File: config.mk
export PLATFORM = sky130hd
export DESIGN_NAME = ahb_apb_bridge
export DESIGN_NICKNAME = d
export VERILOG_FILES = /design/src/bridge_pkg.sv /design/src/ahb_addr_decode.sv /design/src/bridge_ctrl.sv /design/src/apb_read_mux.sv /design/src/ahb_apb_bridge.sv
export SDC_FILE = /design/constraint.sdc
export NUM_CORES = 1
export LEC_CHECK = 0
export BUFFER_PORTS_ARGS = -buffer_cell sky130_fd_sc_hd__clkbuf_2
export CAP_MARGIN = 20
export CORE_ASPECT_RATIO = 0.5
export CORE_MARGIN = 2
export CORE_UTILIZATION = 40
export DETAILED_ROUTE_END_ITERATION = 12
export PLACE_DENSITY = 0.74
export SYNTH_ARGS = -nofsm -noshare
export SYNTH_HDL_FRONTEND = slang
export SYNTH_SLANG_ARGS = --single-unit
File: constraint.sdc
create_clock -name hclk2 -period 4.2 [get_ports hclk2]
set_input_delay 1.26 -clock hclk2 [delete_from_list [all_inputs] [get_ports hclk2]]
set_output_delay 1.26 -clock hclk2 [all_outputs]
set_load 0.05 [all_outputs]
File: src/bridge_pkg.sv
// Shared constants, slave address map and types for the AHB to APB bridge
// The slave count is fixed at four and the ranges must not overlap
// Address ranges are inclusive at both ends

`default_nettype none

package bridge_pkg;

  // --------------------------------------------------
  // Bus widths
  // --------------------------------------------------
  localparam int ADDR_W     = 32;
  localparam int DATA_W     = 32;
  localparam int NUM_SLAVES = 4;

  // --------------------------------------------------
  // Slave address map
  // --------------------------------------------------
  localparam logic [ADDR_W-1:0] SLAVE_BASE [NUM_SLAVES] = '{
    32'h0000_0000,
    32'h0000_1000,
    32'h0001_0000,
    32'h0002_0000
  };

  localparam logic [ADDR_W-1:0] SLAVE_LAST [NUM_SLAVES] = '{
    32'h0000_0FFF,
    32'h0000_1FFF,
    32'h0001_00FF,
    32'h0002_0FFF
  };

  // AHB transfer types that start a transfer
  localparam logic [1:0] HTRANS_NONSEQ = 2'b10;
  localparam logic [1:0] HTRANS_SEQ    = 2'b11;

  // APB master states
  typedef enum logic [1:0] {
    IDLE   = 2'd0,
    SETUP  = 2'd1,
    ACCESS = 2'd2
  } apb_state_e;

  // One-hot slave select, all zero when no range matches
  typedef logic [NUM_SLAVES-1:0] slave_sel_t;

  // Request captured at the AHB address phase
  typedef struct packed {
    logic [ADDR_W-1:0] addr;
    logic              write;
    slave_sel_t        sel;
  } ahb_req_t;

  // Response of one APB slave
  typedef struct packed {
    logic              ready;
    logic [DATA_W-1:0] rdata;
  } apb_rsp_t;

endpackage

`default_nettype wire

File: src/ahb_addr_decode.sv
// AHB address phase qualifier and slave decoder
// Only NONSEQ and SEQ transfers are taken, and only while hready is high
// An address outside every slave range gives an all-zero select

`default_nettype none

module ahb_addr_decode (
  input  wire logic                          hclk2,
  input  wire logic                          hreset_n2,
  input  wire logic                          hsel,
  input  wire logic [1:0]                    htrans,
  input  wire logic [bridge_pkg::ADDR_W-1:0] haddr,
  input  wire logic                          hwrite,
  input  wire logic                          hready,
  output logic                               accept,
  output bridge_pkg::ahb_req_t               req
);

  logic                   valid_trans;
  bridge_pkg::slave_sel_t hit;

  // Transfer type check
  assign valid_trans = hsel &&
                       ((htrans == bridge_pkg::HTRANS_NONSEQ) ||
                        (htrans == bridge_pkg::HTRANS_SEQ));

  // Accept only while the bridge is not stalling
  assign accept = valid_trans && hready;

  // --------------------------------------------------
  // Range compare against the package map
  // --------------------------------------------------
  always_comb begin
    hit = '0;
    for (int i = 0; i < bridge_pkg::NUM_SLAVES; i++) begin
      hit[i] = (haddr >= bridge_pkg::SLAVE_BASE[i]) &&
               (haddr <= bridge_pkg::SLAVE_LAST[i]);
    end
  end

  // Capture the request on the accept edge
  always_ff @(posedge hclk2 or negedge hreset_n2) begin
    if (!hreset_n2) begin
      req <= '0;
    end else if (accept) begin
      req.addr  <= haddr;
      req.write <= hwrite;
      req.sel   <= hit;
    end
  end

  // Overlapping map entries would select two slaves at once
  sel_onehot0: assert property (
    @(posedge hclk2) disable iff (!hreset_n2)
    $onehot0(req.sel)
  ) else $error("more than one slave selected for one address");

endmodule

`default_nettype wire

File: src/bridge_ctrl.sv
// AHB data phase tracking and the APB master FSM
// One transfer is in flight at a time, hready is held low until it ends
// A request with no slave selected ends in IDLE without any APB cycle

`default_nettype none

module bridge_ctrl (
  input  wire logic                          hclk2,
  input  wire logic                          hreset_n2,
  input  wire logic                          accept,
  input  wire bridge_pkg::ahb_req_t          req,
  input  wire logic                          ready,
  output logic                               hready,
  output bridge_pkg::slave_sel_t             psel,
  output logic                               penable,
  output logic [bridge_pkg::ADDR_W-1:0]      paddr,
  output logic                               pwrite,
  output logic                               done
);

  bridge_pkg::apb_state_e state;
  logic                   data_phase;
  logic                   map_miss;
  logic                   apb_done;
  logic                   wait_ready;

  // --------------------------------------------------
  // Completion terms
  // --------------------------------------------------

  // Captured address hit no slave range
  assign map_miss = data_phase && (state == bridge_pkg::IDLE) &&
                    (req.sel == '0);

  // Selected slave finished the access
  assign apb_done = (state == bridge_pkg::ACCESS) && ready;

  // Slave inserting wait states
  assign wait_ready = (state == bridge_pkg::ACCESS) && !ready;

  assign done   = map_miss || apb_done;
  assign hready = ~data_phase;

  // AHB data phase runs from accept to done
  always_ff @(posedge hclk2 or negedge hreset_n2) begin
    if (!hreset_n2) begin
      data_phase <= 1'b0;
    end else if (accept) begin
      data_phase <= 1'b1;
    end else if (done) begin
      data_phase <= 1'b0;
    end
  end

  // --------------------------------------------------
  // APB master FSM
  // --------------------------------------------------
  always_ff @(posedge hclk2 or negedge hreset_n2) begin
    if (!hreset_n2) begin
      state   <= bridge_pkg::IDLE;
      psel    <= '0;
      penable <= 1'b0;
      paddr   <= '0;
      pwrite  <= 1'b0;
    end else begin
      case (state)
        bridge_pkg::IDLE: begin
          // Start only once the request register holds a mapped transfer
          if (data_phase && (req.sel != '0)) begin
            state  <= bridge_pkg::SETUP;
            psel   <= req.sel;
            paddr  <= req.addr;
            pwrite <= req.write;
          end
        end
        bridge_pkg::SETUP: begin
          state   <= bridge_pkg::ACCESS;
          penable <= 1'b1;
        end
        bridge_pkg::ACCESS: begin
          // Hold everything steady until pready
          if (ready) begin
            state   <= bridge_pkg::IDLE;
            psel    <= '0;
            penable <= 1'b0;
          end
        end
        default: begin
          state   <= bridge_pkg::IDLE;
          psel    <= '0;
          penable <= 1'b0;
        end
      endcase
    end
  end

  // --------------------------------------------------
  // Protocol checks
  // --------------------------------------------------
  penable_with_psel: assert property (
    @(posedge hclk2) disable iff (!hreset_n2)
    penable |-> (psel != '0)
  ) else $error("penable high with no slave selected");

  // Request register must not be reloaded during the wait
  paddr_held_in_wait: assert property (
    @(posedge hclk2) disable iff (!hreset_n2)
    wait_ready |-> (paddr == req.addr)
  ) else $error("paddr left the captured address while waiting for pready");

endmodule

`default_nettype wire

File: src/apb_read_mux.sv
// Response mux for the APB slaves
// ready and read data come only from slaves whose psel bit is set
// hrdata is loaded at completion, zero when no slave is selected

`default_nettype none

module apb_read_mux (
  input  wire logic                          hclk2,
  input  wire logic                          hreset_n2,
  input  wire bridge_pkg::slave_sel_t        psel,
  input  wire bridge_pkg::apb_rsp_t          rsp [bridge_pkg::NUM_SLAVES],
  input  wire logic                          done,
  output logic                               ready,
  output logic [bridge_pkg::DATA_W-1:0]      hrdata
);

  bridge_pkg::slave_sel_t          ready_vec;
  logic [bridge_pkg::DATA_W-1:0]   rdata_or;

  // --------------------------------------------------
  // AND-OR mux over the slave responses
  // --------------------------------------------------
  always_comb begin
    ready_vec = '0;
    rdata_or  = '0;
    for (int i = 0; i < bridge_pkg::NUM_SLAVES; i++) begin
      ready_vec[i] = psel[i] & rsp[i].ready;
      if (psel[i]) begin
        rdata_or = rdata_or | rsp[i].rdata;
      end
    end
  end

  assign ready = |ready_vec;

  // Read data register for the AHB side
  always_ff @(posedge hclk2 or negedge hreset_n2) begin
    if (!hreset_n2) begin
      hrdata <= '0;
    end else if (done) begin
      hrdata <= rdata_or;
    end
  end

endmodule

`default_nettype wire

File: src/ahb_apb_bridge.sv
// AHB slave to APB master bridge, single clock and single reset
// hwdata must stay valid for the whole stalled data phase
// No error response, unmapped transfers complete with OKAY semantics

`default_nettype none

module ahb_apb_bridge (
  input  wire logic                          hclk2,
  input  wire logic                          hreset_n2,
  // AHB slave side
  input  wire logic                          hsel,
  input  wire logic [1:0]                    htrans,
  input  wire logic [bridge_pkg::ADDR_W-1:0] haddr,
  input  wire logic                          hwrite,
  input  wire logic [bridge_pkg::DATA_W-1:0] hwdata,
  output logic                               hready,
  output logic [bridge_pkg::DATA_W-1:0]      hrdata,
  // APB master side
  output bridge_pkg::slave_sel_t             psel,
  output logic                               penable,
  output logic [bridge_pkg::ADDR_W-1:0]      paddr,
  output logic                               pwrite,
  output logic [bridge_pkg::DATA_W-1:0]      pwdata,
  input  wire bridge_pkg::apb_rsp_t          rsp [bridge_pkg::NUM_SLAVES]
);

  logic                 accept;
  bridge_pkg::ahb_req_t req;
  logic                 ready;
  logic                 done;

  // Write data goes straight to the slaves
  assign pwdata = hwdata;

  ahb_addr_decode u_decode (
    .hclk2     (hclk2),
    .hreset_n2 (hreset_n2),
    .hsel      (hsel),
    .htrans    (htrans),
    .haddr     (haddr),
    .hwrite    (hwrite),
    .hready    (hready),
    .accept    (accept),
    .req       (req)
  );

  bridge_ctrl u_ctrl (
    .hclk2     (hclk2),
    .hreset_n2 (hreset_n2),
    .accept    (accept),
    .req       (req),
    .ready     (ready),
    .hready    (hready),
    .psel      (psel),
    .penable   (penable),
    .paddr     (paddr),
    .pwrite    (pwrite),
    .done      (done)
  );

  apb_read_mux u_read_mux (
    .hclk2     (hclk2),
    .hreset_n2 (hreset_n2),
    .psel      (psel),
    .rsp       (rsp),
    .done      (done),
    .ready     (ready),
    .hrdata    (hrdata)
  );

endmodule

`default_nettype wire

==> flow_summary.toml <==
[finish]
regArea_sq_mm = 0.00275
final_cell_mix = "clkbuf_2 (238), dfrtp_1 (110), mux2_2 (69)"
multiInputGateArea_sq_mm = 0.00212
final_common_cell = "clkbuf_2"
final_cells = 781
syn2layout_area_growth_pct = 25.5
drive_gt1_share_pct = 60.2
diodes = 0
n_fill_cell = 1191
nets = 808

[synthesis]
netlist.area_leader.share_pct = 51.8
syn_nets = 607
synth.distinct_cells = 29
synth_enable_flop_cells = 0
ys_seq_area_share_pct = 51.8
yosys.area_share.simple_pct = 5.04
ys_top_cells_by_area = "dfrtp_1 (52%), mux2_2 (15%), a22oi_1 (9.0%), mux2_4 (8.2%), buf_4 (4.5%)"
synthCells = 405
synth_xor_area_share_pct = 0
synth_top_cell_by_area = "dfrtp_1"
synth_top_family_by_area = "multiplexers"
synth_compound_area_share_pct = 12.0
ys_warn_count = 0
synthesis.area_sq_mm = 0.00531
synth-async-reset-ratio_pct = 100
ys.flop_type = "dfrtp_1"
synthMuxAreaShare_pct = 22.8
ys_ff_latch = 110
avgSynthCellArea_sq_um = 13.1
synth_adder_area_share_pct = 0

[global_route]
globalRoute.totalOverflow = 0
grt_max_degree = 69
grt_pass1_wl_mm = 20.6
gr-usage-all-layers_pct = 18.2
grt_pass1_vias = 4011
antenna_found_initial = 0

[clocking]
clk_path_buf_depth = 2
htreeDepth = 3
ctsHoldBuffers = 0
cts_buffers = 9
cts_root_buf = "clkbuf_16"
cts_num_sinks = 110
clk_latency_ns = 0.34
cts_setup_buffers = 0
cts_resized = 0
path_clk_slew_ns = 0.07
cts_tree = "built"

[placement]
place_congestion = 0.782
dp.cells = 765
portBuffers = 239
dp_slack_ns = 1.24
hpwl_mm = 9.84

[die]
coreArea_sq_mm = 0.0128
die_y_um = 85.5
pin_count = 305
num_rows = 29
start_util_pct = 41.5
fp.dieW_um = 167
die_area_sq_mm = 0.0143

[timing]
grt_setup_unrepaired = "no"
layout_min_cycle_time_ns = 2.57
final.setup_skew_ns = 0.00984
final.setup.worst_slack_ns = 1.63
setup_viol = 0
fin_crit_sh_pct = 61.1
setup_tns_ns = 0
maxSlewHeadroom_pct = 43.4
worstMarginPinSlew_ns = 0.850
max_freq_mhz = 390
hold_violations = 0
slew_violations = 0

[power_and_ir_drop]
ir_worst_vdd_mv = 0.198
total_power_mw = 2.37
power_per_cell_area_mw_per_mm2 = 356
p_leak_nw = 3.68

[setup_path]
worstPathRequired_ns = 4.43
start_kind = "primary input"
critPathBufInv = 1
cp_top_family = "simple AND/OR/NAND/NOR gates"
cpMaxStageDelayCell = "or4_1"
path_class = "in -> reg"
critPathCaptureType = "flop"
cpPeakStageDelay_ns = 0.53
path_cells = "clkbuf_2 -> or4_1 -> nor3_1 -> nand4_1 -> o31ai_1"
worst_ep_arrival_time_ns = 2.80
path_max_fanout = 4

[drt]
drt-initial-drc-count = 218
wirelength_mm = 13.0
via_per_inst = 5.06
avgRoutedWirePerCell_um = 16.7
via_count = 3955
ant_nets = 0
drt_first_pass_iters = 4
drcViolationCount = 0

[worst_hold_path]
hold_class = "reg -> reg"

[flow_run]
drv_cap = 0

[status]
status = "finished, final reports clean"
path summary, 6_finish.rpt:
check	startpoint	endpoint	slack, ns	cells after the start
setup reg to reg	u_ctrl.psel[1]$_DFFE_PN0P_	u_read_mux.hrdata[16]$_DFFE_PN0P_	2.14	6
max in group asynchronous	hreset_n2	u_ctrl.paddr[0]$_DFFE_PN0P_	2.25	2
hold / removal	u_decode.req[20]$_DFFE_PN0P_	u_decode.req[20]$_DFFE_PN0P_	0.50	1
hold reg to reg	u_decode.req[20]$_DFFE_PN0P_	u_decode.req[20]$_DFFE_PN0P_	0.50	1
min in group asynchronous	hreset_n2	u_ctrl.paddr[3]$_DFFE_PN0P_	1.02	1
setup / recovery	haddr[31]	u_decode.req[2]$_DFFE_PN0P_	1.63	5
logic make-up (layout without fill, tap and decap cells):
family          after synthesis  after routing
mux                          98             98
buf+inv                      61            267
flops                       110            110
compound gates               79             79
simple gates                 57             57
sequential cells by signal, indices dropped and copies added (netlist names):
name / cells
u_read_mux.hrdata: 32
u_ctrl.psel: 4
u_ctrl.paddr: 32
u_decode.req: 37
u_ctrl.data_phase: 1
u_ctrl.state: 2
u_ctrl.penable: 1
u_ctrl.pwrite: 1
per-layer routing:
metal	vias up	track usage, %	routed length (um)
li1	1856	-	-
met2	109	32.5	6840
met5	-	0	0
met4	0	5.33	181
met1	1953	22.0	5340
met3	37	4.48	648
power by group:
group | internal, mW | switching, mW
Clock | 0.470 | 0.377
Combinational | 0.167 | 0.0962
Sequential | 1.20 | 0.0618
Total | 1.84 | 0.535
per-stage QoR:
stage | util [%] | hold WS, ns | area (sq um)
floorplan | - | 0.474 | 5310
global placement | 49.7 | 0.479 | 6370
detailed placement | 49.7 | 0.490 | 6370
CTS | 52.1 | 0.507 | 6670
global route | 52.1 | 0.518 | 6670
finish | 52.1 | 0.502 | 6670
cell type report:
cell class              count  share of cell area (%)
repair buffers            249                    19.1
flip-flops and latches    110                    41.3
inverters                   2                   0.113
multi-input cells         234                    31.8
clock buffers              11                    3.49
well taps                 170                    3.19
clock inverters             5                   0.976
synthesized netlist by cell type, drive strengths merged, types with 3 or more instances:
master,instances
a22oi,66
mux2,98
clkbuf,12
nor2,3
o21ai,4
nor3,3
nand2,39
buf,47
a22o,4
dfrtp,110
nor4,6
Power figures use the tool's default switching activity.
